==> src/verilog/rv_core_config.svh <==
`ifndef RV_CORE_CONFIG_SVH
`define RV_CORE_CONFIG_SVH

// Data and address width
`define RV_XLEN 32

// Architectural register count
`define RV_NUM_REGS 32

// First fetch address after reset
`define RV_RESET_PC 32'h3000_0000

// Full EBREAK word, SYSTEM opcode with imm 1
`define RV_EBREAK_INST 32'h0010_0073

// a0 carries the exit code
`define RV_EXIT_REG 5'd10

`endif
==> src/verilog/rv_core_pkg.sv <==
`default_nettype none

`include "rv_core_config.svh"

package rv_core_pkg;

    typedef logic [`RV_XLEN-1:0] word_t;
    typedef logic [4:0] reg_idx_t;

    // pass_b serves LUI
    typedef enum logic [3:0] {
        alu_add,
        alu_sub,
        alu_and,
        alu_or,
        alu_xor,
        alu_slt,
        alu_sltu,
        alu_sll,
        alu_srl,
        alu_sra,
        alu_pass_b
    } alu_op_e;

    typedef struct packed {
        word_t pc;
        word_t inst;
    } fetch_pkt_t;

    // Operand A holds a0 for EBREAK
    typedef struct packed {
        word_t    pc;
        alu_op_e  op;
        word_t    op_a;
        word_t    op_b;
        reg_idx_t rd;
        logic     wen;
        logic     ebreak;
    } issue_pkt_t;

    typedef struct packed {
        word_t    pc;
        reg_idx_t rd;
        logic     wen;
        word_t    result;
        logic     ebreak;
    } retire_pkt_t;

endpackage

`default_nettype wire

==> src/verilog/rv_core_top.sv <==
`timescale 1ns/100ps
`default_nettype none

module rv_core_top (
    input  wire logic                  clk,
    input  wire logic                  rst,
    input  wire logic                  ifu_rvalid,
    input  wire rv_core_pkg::word_t    ifu_rdata,
    output logic                       ifu_req,
    output rv_core_pkg::word_t         ifu_addr,
    output logic                       commit_valid,
    output rv_core_pkg::word_t         commit_pc,
    output rv_core_pkg::reg_idx_t      commit_rd,
    output rv_core_pkg::word_t         commit_data,
    output logic                       ebreak_flag,
    output rv_core_pkg::word_t         exit_code,
    output rv_core_pkg::word_t         retired_count
);

    logic                     stall;
    logic                     halted;
    logic                     if_valid;
    rv_core_pkg::fetch_pkt_t  if_pkt;
    rv_core_pkg::reg_idx_t    rs1_addr;
    rv_core_pkg::reg_idx_t    rs2_addr;
    rv_core_pkg::word_t       rs1_data;
    rv_core_pkg::word_t       rs2_data;
    logic                     ex_valid;
    rv_core_pkg::issue_pkt_t  ex_pkt;
    logic                     wb_valid;
    rv_core_pkg::retire_pkt_t wb_pkt;
    logic                     rf_wen;
    rv_core_pkg::reg_idx_t    rf_waddr;
    rv_core_pkg::word_t       rf_wdata;

    fetch_unit u_fetch (
        .clk        (clk),
        .rst        (rst),
        .stall      (stall),
        .halted     (halted),
        .ifu_rvalid (ifu_rvalid),
        .ifu_rdata  (ifu_rdata),
        .ifu_req    (ifu_req),
        .ifu_addr   (ifu_addr),
        .if_valid   (if_valid),
        .if_pkt     (if_pkt)
    );

    decode_unit u_decode (
        .clk      (clk),
        .rst      (rst),
        .if_valid (if_valid),
        .if_pkt   (if_pkt),
        .rs1_data (rs1_data),
        .rs2_data (rs2_data),
        .wb_valid (wb_valid),
        .wb_pkt   (wb_pkt),
        .stall    (stall),
        .rs1_addr (rs1_addr),
        .rs2_addr (rs2_addr),
        .ex_valid (ex_valid),
        .ex_pkt   (ex_pkt)
    );

    reg_file u_regs (
        .clk      (clk),
        .rst      (rst),
        .rs1_addr (rs1_addr),
        .rs2_addr (rs2_addr),
        .rf_wen   (rf_wen),
        .rf_waddr (rf_waddr),
        .rf_wdata (rf_wdata),
        .rs1_data (rs1_data),
        .rs2_data (rs2_data)
    );

    execute_unit u_execute (
        .clk      (clk),
        .rst      (rst),
        .ex_valid (ex_valid),
        .ex_pkt   (ex_pkt),
        .wb_valid (wb_valid),
        .wb_pkt   (wb_pkt)
    );

    writeback_unit u_writeback (
        .clk           (clk),
        .rst           (rst),
        .wb_valid      (wb_valid),
        .wb_pkt        (wb_pkt),
        .rf_wen        (rf_wen),
        .rf_waddr      (rf_waddr),
        .rf_wdata      (rf_wdata),
        .commit_valid  (commit_valid),
        .commit_pc     (commit_pc),
        .halted        (halted),
        .exit_code     (exit_code),
        .retired_count (retired_count)
    );

    // Commit port mirrors the register file write
    assign commit_rd   = rf_waddr;
    assign commit_data = rf_wdata;
    assign ebreak_flag = halted;

endmodule

`default_nettype wire

==> src/verilog/writeback_unit.sv <==
`timescale 1ns/100ps
`default_nettype none

module writeback_unit (
    input  wire logic                     clk,
    input  wire logic                     rst,
    input  wire logic                     wb_valid,
    input  wire rv_core_pkg::retire_pkt_t wb_pkt,
    output logic                          rf_wen,
    output rv_core_pkg::reg_idx_t         rf_waddr,
    output rv_core_pkg::word_t            rf_wdata,
    output logic                          commit_valid,
    output rv_core_pkg::word_t            commit_pc,
    output logic                          halted,
    output rv_core_pkg::word_t            exit_code,
    output rv_core_pkg::word_t            retired_count
);

    // Nothing commits once the core has halted
    assign commit_valid = wb_valid && !halted;
    assign commit_pc    = wb_pkt.pc;
    assign rf_wen       = commit_valid && wb_pkt.wen;
    assign rf_waddr     = wb_pkt.rd;
    assign rf_wdata     = wb_pkt.result;

    always_ff @(posedge clk or posedge rst) begin
        if (rst) begin
            halted        <= 1'b0;
            exit_code     <= '0;
            retired_count <= '0;
        end else if (commit_valid) begin
            retired_count <= retired_count + 32'd1;
            if (wb_pkt.ebreak) begin
                halted    <= 1'b1;
                exit_code <= wb_pkt.result;
            end
        end
    end

    a_quiet_after_halt: assert property (
        @(posedge clk) disable iff (rst)
        (commit_valid && wb_pkt.ebreak) |=> (halted && !commit_valid)
    ) else $error("commit seen after EBREAK halted the core");

endmodule

`default_nettype wire

==> src/verilog/execute_unit.sv <==
`timescale 1ns/100ps
`default_nettype none

module execute_unit (
    input  wire logic                    clk,
    input  wire logic                    rst,
    input  wire logic                    ex_valid,
    input  wire rv_core_pkg::issue_pkt_t ex_pkt,
    output logic                         wb_valid,
    output rv_core_pkg::retire_pkt_t     wb_pkt
);

    rv_core_pkg::word_t a;
    rv_core_pkg::word_t b;
    logic [4:0]         shamt;
    rv_core_pkg::word_t alu_y;
    rv_core_pkg::word_t result;

    assign a     = ex_pkt.op_a;
    assign b     = ex_pkt.op_b;
    assign shamt = b[4:0];

    always_comb begin
        case (ex_pkt.op)
            rv_core_pkg::alu_add:  alu_y = a + b;
            rv_core_pkg::alu_sub:  alu_y = a - b;
            rv_core_pkg::alu_and:  alu_y = a & b;
            rv_core_pkg::alu_or:   alu_y = a | b;
            rv_core_pkg::alu_xor:  alu_y = a ^ b;
            rv_core_pkg::alu_slt:  alu_y = rv_core_pkg::word_t'($signed(a) < $signed(b));
            rv_core_pkg::alu_sltu: alu_y = rv_core_pkg::word_t'(a < b);
            rv_core_pkg::alu_sll:  alu_y = a << shamt;
            rv_core_pkg::alu_srl:  alu_y = a >> shamt;
            rv_core_pkg::alu_sra:  alu_y = $signed(a) >>> shamt;
            default:               alu_y = b;
        endcase
    end

    // EBREAK carries a0 through as its result
    assign result = ex_pkt.ebreak ? a : alu_y;

    always_ff @(posedge clk or posedge rst) begin
        if (rst) begin
            wb_valid <= 1'b0;
        end else begin
            wb_valid <= ex_valid;
        end
    end

    // EX/WB payload
    always_ff @(posedge clk) begin
        if (ex_valid) begin
            wb_pkt.pc     <= ex_pkt.pc;
            wb_pkt.rd     <= ex_pkt.rd;
            wb_pkt.wen    <= ex_pkt.wen;
            wb_pkt.result <= result;
            wb_pkt.ebreak <= ex_pkt.ebreak;
        end
    end

endmodule

`default_nettype wire

==> src/verilog/reg_file.sv <==
`timescale 1ns/100ps
`default_nettype none

`include "rv_core_config.svh"

module reg_file (
    input  wire logic                  clk,
    input  wire logic                  rst,
    input  wire rv_core_pkg::reg_idx_t rs1_addr,
    input  wire rv_core_pkg::reg_idx_t rs2_addr,
    input  wire logic                  rf_wen,
    input  wire rv_core_pkg::reg_idx_t rf_waddr,
    input  wire rv_core_pkg::word_t    rf_wdata,
    output rv_core_pkg::word_t         rs1_data,
    output rv_core_pkg::word_t         rs2_data
);

    rv_core_pkg::word_t regs [`RV_NUM_REGS];

    // x0 always reads zero
    assign rs1_data = (rs1_addr == '0) ? '0 : regs[rs1_addr];
    assign rs2_data = (rs2_addr == '0) ? '0 : regs[rs2_addr];

    always_ff @(posedge clk or posedge rst) begin
        if (rst) begin
            for (int i = 0; i < `RV_NUM_REGS; i++) begin
                regs[i] <= '0;
            end
        end else if (rf_wen && rf_waddr != '0) begin
            regs[rf_waddr] <= rf_wdata;
        end
    end

    a_no_x0_target: assert property (
        @(posedge clk) disable iff (rst)
        rf_wen |-> (rf_waddr != '0)
    ) else $error("register file write aimed at x0");

endmodule

`default_nettype wire

==> src/verilog/decode_unit.sv <==
`timescale 1ns/100ps
`default_nettype none

`include "rv_core_config.svh"

module decode_unit (
    input  wire logic                     clk,
    input  wire logic                     rst,
    input  wire logic                     if_valid,
    input  wire rv_core_pkg::fetch_pkt_t  if_pkt,
    input  wire rv_core_pkg::word_t       rs1_data,
    input  wire rv_core_pkg::word_t       rs2_data,
    input  wire logic                     wb_valid,
    input  wire rv_core_pkg::retire_pkt_t wb_pkt,
    output logic                          stall,
    output rv_core_pkg::reg_idx_t         rs1_addr,
    output rv_core_pkg::reg_idx_t         rs2_addr,
    output logic                          ex_valid,
    output rv_core_pkg::issue_pkt_t       ex_pkt
);

    localparam logic [6:0] opc_op     = 7'b0110011;
    localparam logic [6:0] opc_op_imm = 7'b0010011;
    localparam logic [6:0] opc_lui    = 7'b0110111;
    localparam logic [6:0] opc_auipc  = 7'b0010111;

    rv_core_pkg::word_t      inst;
    logic [6:0]              opcode;
    logic [2:0]              f3;
    logic [6:0]              f7;
    rv_core_pkg::reg_idx_t   rd;
    rv_core_pkg::word_t      imm_i;
    rv_core_pkg::word_t      imm_u;
    logic                    is_ebreak;
    logic                    use_rs1;
    logic                    use_rs2;
    logic                    wr;
    logic                    ex_wr;
    logic                    wb_wr;
    logic                    rs1_hazard;
    logic                    rs2_hazard;
    rv_core_pkg::issue_pkt_t id_pkt;

    assign inst      = if_pkt.inst;
    assign opcode    = inst[6:0];
    assign rd        = inst[11:7];
    assign f3        = inst[14:12];
    assign f7        = inst[31:25];
    assign imm_i     = {{20{inst[31]}}, inst[31:20]};
    assign imm_u     = {inst[31:12], 12'b0};
    assign is_ebreak = (inst == `RV_EBREAK_INST);

    // EBREAK reads a0 through the rs1 port
    assign rs1_addr = is_ebreak ? `RV_EXIT_REG : inst[19:15];
    assign rs2_addr = inst[24:20];

    always_comb begin
        use_rs1       = 1'b0;
        use_rs2       = 1'b0;
        wr            = 1'b0;
        id_pkt.pc     = if_pkt.pc;
        id_pkt.op     = rv_core_pkg::alu_add;
        id_pkt.op_a   = rs1_data;
        id_pkt.op_b   = rs2_data;
        id_pkt.rd     = rd;
        id_pkt.ebreak = 1'b0;
        case (opcode)
            opc_op: begin
                use_rs1 = 1'b1;
                use_rs2 = 1'b1;
                // Only SUB and SRA take funct7 0100000
                wr = (f7 == 7'h00) || (f7 == 7'h20 && (f3 == 3'b000 || f3 == 3'b101));
                case (f3)
                    3'b000: id_pkt.op = f7[5] ? rv_core_pkg::alu_sub : rv_core_pkg::alu_add;
                    3'b001: id_pkt.op = rv_core_pkg::alu_sll;
                    3'b010: id_pkt.op = rv_core_pkg::alu_slt;
                    3'b011: id_pkt.op = rv_core_pkg::alu_sltu;
                    3'b100: id_pkt.op = rv_core_pkg::alu_xor;
                    3'b101: id_pkt.op = f7[5] ? rv_core_pkg::alu_sra : rv_core_pkg::alu_srl;
                    3'b110: id_pkt.op = rv_core_pkg::alu_or;
                    default: id_pkt.op = rv_core_pkg::alu_and;
                endcase
            end
            opc_op_imm: begin
                use_rs1     = 1'b1;
                wr          = 1'b1;
                id_pkt.op_b = imm_i;
                case (f3)
                    3'b000: id_pkt.op = rv_core_pkg::alu_add;
                    3'b001: begin
                        id_pkt.op = rv_core_pkg::alu_sll;
                        wr        = (f7 == 7'h00);
                    end
                    3'b010: id_pkt.op = rv_core_pkg::alu_slt;
                    3'b011: id_pkt.op = rv_core_pkg::alu_sltu;
                    3'b100: id_pkt.op = rv_core_pkg::alu_xor;
                    3'b101: begin
                        id_pkt.op = f7[5] ? rv_core_pkg::alu_sra : rv_core_pkg::alu_srl;
                        wr        = (f7 == 7'h00) || (f7 == 7'h20);
                    end
                    3'b110: id_pkt.op = rv_core_pkg::alu_or;
                    default: id_pkt.op = rv_core_pkg::alu_and;
                endcase
            end
            opc_lui: begin
                wr          = 1'b1;
                id_pkt.op   = rv_core_pkg::alu_pass_b;
                id_pkt.op_b = imm_u;
            end
            opc_auipc: begin
                wr          = 1'b1;
                id_pkt.op_a = if_pkt.pc;
                id_pkt.op_b = imm_u;
            end
            default: begin
                // Anything else, EBREAK included, writes nothing
                use_rs1       = is_ebreak;
                id_pkt.ebreak = is_ebreak;
            end
        endcase
        id_pkt.wen = wr && (rd != '0);
    end

    // RAW check against ID/EX and EX/WB
    assign ex_wr = ex_valid && ex_pkt.wen;
    assign wb_wr = wb_valid && wb_pkt.wen;

    assign rs1_hazard = use_rs1 && (rs1_addr != '0) &&
                        ((ex_wr && ex_pkt.rd == rs1_addr) || (wb_wr && wb_pkt.rd == rs1_addr));
    assign rs2_hazard = use_rs2 && (rs2_addr != '0) &&
                        ((ex_wr && ex_pkt.rd == rs2_addr) || (wb_wr && wb_pkt.rd == rs2_addr));

    assign stall = if_valid && (rs1_hazard || rs2_hazard);

    // Bubble on stall
    always_ff @(posedge clk or posedge rst) begin
        if (rst) begin
            ex_valid <= 1'b0;
        end else begin
            ex_valid <= if_valid && !stall;
        end
    end

    always_ff @(posedge clk) begin
        if (if_valid && !stall) begin
            ex_pkt <= id_pkt;
        end
    end

    a_no_x0_write: assert property (
        @(posedge clk) disable iff (rst)
        (if_valid && !stall) |=> !(ex_pkt.wen && ex_pkt.rd == '0)
    ) else $error("ID/EX holds an enabled write to x0");

endmodule

`default_nettype wire

==> src/verilog/fetch_unit.sv <==
`timescale 1ns/100ps
`default_nettype none

`include "rv_core_config.svh"

module fetch_unit (
    input  wire logic                    clk,
    input  wire logic                    rst,
    input  wire logic                    stall,
    input  wire logic                    halted,
    input  wire logic                    ifu_rvalid,
    input  wire rv_core_pkg::word_t      ifu_rdata,
    output logic                         ifu_req,
    output rv_core_pkg::word_t           ifu_addr,
    output logic                         if_valid,
    output rv_core_pkg::fetch_pkt_t      if_pkt
);

    rv_core_pkg::word_t pc;
    logic               waiting;
    logic               consume;

    // Decode takes the IF/ID entry this cycle
    assign consume  = if_valid && !stall;
    assign ifu_addr = pc;

    always_ff @(posedge clk or posedge rst) begin
        if (rst) begin
            pc       <= `RV_RESET_PC;
            waiting  <= 1'b0;
            ifu_req  <= 1'b0;
            if_valid <= 1'b0;
        end else begin
            ifu_req <= 1'b0;

            if (consume) begin
                if_valid <= 1'b0;
            end

            if (waiting && ifu_rvalid) begin
                if_valid <= 1'b1;
                waiting  <= 1'b0;
                pc       <= pc + 32'd4;
            end

            // One fetch outstanding, and only when IF/ID has room
            if (!waiting && !halted && (!if_valid || consume)) begin
                ifu_req <= 1'b1;
                waiting <= 1'b1;
            end
        end
    end

    // IF/ID payload
    always_ff @(posedge clk) begin
        if (waiting && ifu_rvalid) begin
            if_pkt.pc   <= pc;
            if_pkt.inst <= ifu_rdata;
        end
    end

    a_no_req_while_waiting: assert property (
        @(posedge clk) disable iff (rst)
        (waiting && !ifu_rvalid) |=> !ifu_req
    ) else $error("fetch request issued while a fetch is outstanding");

endmodule

`default_nettype wire

==> config.mk <==
export PLATFORM = sky130hd
export DESIGN_NAME = rv_core_top
export DESIGN_NICKNAME = d
export VERILOG_FILES = /design/src/verilog/rv_core_pkg.sv /design/src/verilog/rv_core_top.sv /design/src/verilog/writeback_unit.sv /design/src/verilog/execute_unit.sv /design/src/verilog/reg_file.sv /design/src/verilog/decode_unit.sv /design/src/verilog/fetch_unit.sv
export VERILOG_INCLUDE_DIRS = /design/src /design/src/verilog
export SDC_FILE = /design/constraint.sdc
export NUM_CORES = 2
export LEC_CHECK = 0
export ABC_AREA = 0
export BUFFER_PORTS_ARGS = -buffer_cell sky130_fd_sc_hd__buf_2
export CAP_MARGIN = 20
export CORE_AREA = 2 2 359 361
export CTS_CLUSTER_DIAMETER = 100
export DETAILED_ROUTE_END_ITERATION = 8
export DIE_AREA = 0 0 361 363
export HOLD_SLACK_MARGIN = 0.06
export PLACE_DENSITY_LB_ADDON = 0.08
export SYNTH_ARGS = -nofsm -noshare
export SYNTH_HDL_FRONTEND = slang
export SYNTH_SLANG_ARGS = --single-unit
export TNS_END_PERCENT = 10
==> constraint.sdc <==
create_clock -name clk -period 95.6 [get_ports clk]
set_clock_uncertainty 0.1 [all_clocks]
set_input_delay 19.12 -clock clk [delete_from_list [all_inputs] [get_ports clk]]
set_output_delay 19.12 -clock clk [all_outputs]
set_load 0.005 [all_outputs]
==> flow_metrics.tcl <==
set metrics [dict create \
    routed_wl_mm 243 \
    wl_per_cell_um 33.7 \
    cpPeakStageDelay_ps 890 \
    routed-via-count 51200 \
    slowest_stage "buf_4" \
    max_slew_margin 0.0615 \
    synth_cells 5518 \
    critPathBufInv 5 \
    ys_ff_latch 1360 \
    fp.dieH_um 363 \
    leakagePower_nw 36.9 \
    maxCapViolCount 0 \
    postCtsSetupBuffers 0 \
    cts_made_buffers 147 \
    die_w_um 361 \
    crit_top_cell "buf_4" \
    hold_depth 0 \
    synth_top_cell_area_share 0.370 \
    clk_pin_slew_ps 60 \
    cp_top_family "buffers and inverters" \
    grt_usage 0.374 \
    r2r_cells 11 \
    synth_top_flop_cell "dfrtp_1" \
    grt_busiest_layer "met2" \
    yosys.cell_count.top_type "dfrtp_1" \
    yosysWarnings 0 \
    setup_violations 0 \
    antenna_found_initial 7 \
    grt_start_max_net_pins 176 \
    gp_congestion 1.06 \
    drc 0 \
    dp_hpwl_mm 143 \
    start_util 0.597 \
    nNetsFinal 5554 \
    grt_pass1_vias 50500 \
    ios 203 \
    cts_tree "built" \
    regToRegEndpoint "u_decode.ex_pkt[56]" \
    rows 131 \
    crit_chain "buf_2, inv_8, buf_4, buf_12, buf_4" \
    clock_latency_ps 790 \
    async_flop_share 0.826 \
    yosys-top-cells-count "dfrtp_1, mux2_2, mux4_2" \
    synth_edf_count 236 \
    syn_area_um2 75800 \
    hp-class "flop to flop" \
    critPathArrivalTime_ps 22600 \
    hold_viol 0 \
    fin_setup_tns_ps 0 \
    postCtsHoldBufs 0 \
    path_class "input port to asynchronous set/reset pin" \
    area_growth_syn_to_layout_pct 9.55 \
    gr-total-overflow 0 \
    cts_resized 0 \
    yosysSeqAreaShare 0.464 \
    startpoint_type "input port" \
    min-delay-start "u_regs.regs[1016]" \
    r2r_slack_ps 89660 \
    critPathCaptureType "asynchronous set/reset pin" \
    cp_max_fo 162 \
    r2r_start "u_fetch.if_pkt[24]" \
    met3_usage 0.0968 \
    status "completed" \
    ant_nets 0 \
    tightestPinTransition_ps 1410 \
    yosys.area.top_type "dfrtp_1" \
    min_period_ps 21940 \
    clockBufferDepth 3 \
    fmax_mhz 45.6 \
    period_share 0.230 \
    grt_pass1_wl_mm 357 \
    vias_per_cell 7.10 \
    clock-root-buffer "clkbuf_16" \
    peakVddDrop_uv 14.3 \
    grtUsageMet2 0.554 \
    slew_violations 0 \
    hold_end "u_regs.regs[1016]" \
    met1_usage 0.534 \
    powerDensity_nw_per_um2 22.1 \
    die_area_um2 131000 \
    port_buffers 198 \
    first_iter_violations 6861 \
    crit_required_ps 96260 \
    core_area_um2 127000 \
    clock-sinks 1360 \
    h-tree-depth 4 \
    grt_setup_unrepaired "no" \
    ys_types 90 \
    avgSynthCellArea_um2 13.7 \
    utilization 0.654 \
    dr.pass1.iters 7 \
    synthTopCellsByArea "dfrtp_1, mux4_2, mux2_2" \
    layout-drive-gt1-share 0.419 \
]
==> layer usage <==
metal	vias to the layer above	part of all wire
li1	20700	-
met1	27200	0.40
met2	2730	0.45
met3	539	0.11
met4	10	0.043
met5	-	0.00021
==> per-stage QoR <==
step                cell area, um2  power [mW]  hold WS (ps)  setup slack, ps  instances
finish                       83100        1.84           291            73660       7203
floorplan                    75800        1.06           300            44730       5521
detailed placement           77700        1.23           282            72800       6919
global placement             77600        1.22           277            72880       6913
global route                 83100        1.91           307            73180       7202
CTS                          82800        1.83           296            73610       7193
==> worst max path at each step <==
stage	start	to	slack, ps	depth (start not counted)
floorplan	rst	u_decode.ex_valid	44730	1
global placement	rst	u_fetch.ifu_addr[25]	72880	5
detailed placement	rst	u_fetch.ifu_addr[13]	72800	5
CTS	rst	u_regs.regs[826]	73610	5
global route	rst	u_regs.regs[633]	73180	5
finish	rst	u_regs.regs[1009]	73660	5
==> state kept, by name, indices dropped and copies added, names as in the netlist <==
name and flops:
u_writeback.halted 1, u_writeback.retired_count 32, u_fetch.if_pkt 62, u_writeback.exit_code 32, u_fetch.ifu_addr 30, u_execute.wb_valid 1, u_regs.regs 1024, u_decode.ex_pkt 105
u_fetch.waiting 1, u_fetch.ifu_req 1, u_execute.wb_pkt 69, u_fetch.if_valid 1, u_decode.ex_valid 1
==> cells in the final DEF, fill, tap and decap left out, types with 26 or more instances in the layout <==
cell type	instances
mux4_2	637
and2_1	37
buf_4	127
mux2i_1	161
o21ai_1	37
a21oi_1	183
o21ai_0	149
nor2_1	184
a211oi_1	63
edfxtp_1	236
ha_1	102
and3_1	26
nor3_1	51
nand2_1	243
clkbuf_16	156
inv_1	100
nand3_1	48
a32oi_1	35
xnor2_1	79
mux2_2	1034
dfrtp_1	1121
buf_2	198
clkbuf_1	39
clkbuf_8	29
==> cells by family (layout without fill, tap and decap cells) <==
kind of cell | count (synthesis) | count (layout) | share of synthesized area
flops | 1360 | 1360 | 0.464
fa+ha+maj | 104 | 104 | 0.0174
xor+xnor | 96 | 96 | 0.0111
other cells | 1 | 5 | 0.0000495
mux | 1833 | 1833 | 0.364
buf+inv | 711 | 730 | 0.0405
compound gates | 672 | 672 | 0.0570
simple gates | 741 | 741 | 0.0453
==> power breakdown <==
part	switching, mW	internal [mW]	total (mW)
Combinational	0.294	0.204	0.499
Sequential	0.0709	0.669	0.740
Clock	0.244	0.355	0.599
==> area by class of cell <==
class,instances,area [um2]
repair buffers,348,2480
flip-flops and latches,1360,35200
clock buffers,224,4450
multi-input cells,3450,37800
well taps,1662,2080
diodes,1,2.50
inverters,108,414
clock inverters,50,653
fillers,9324,44000
(Power assumes the default switching activity.)
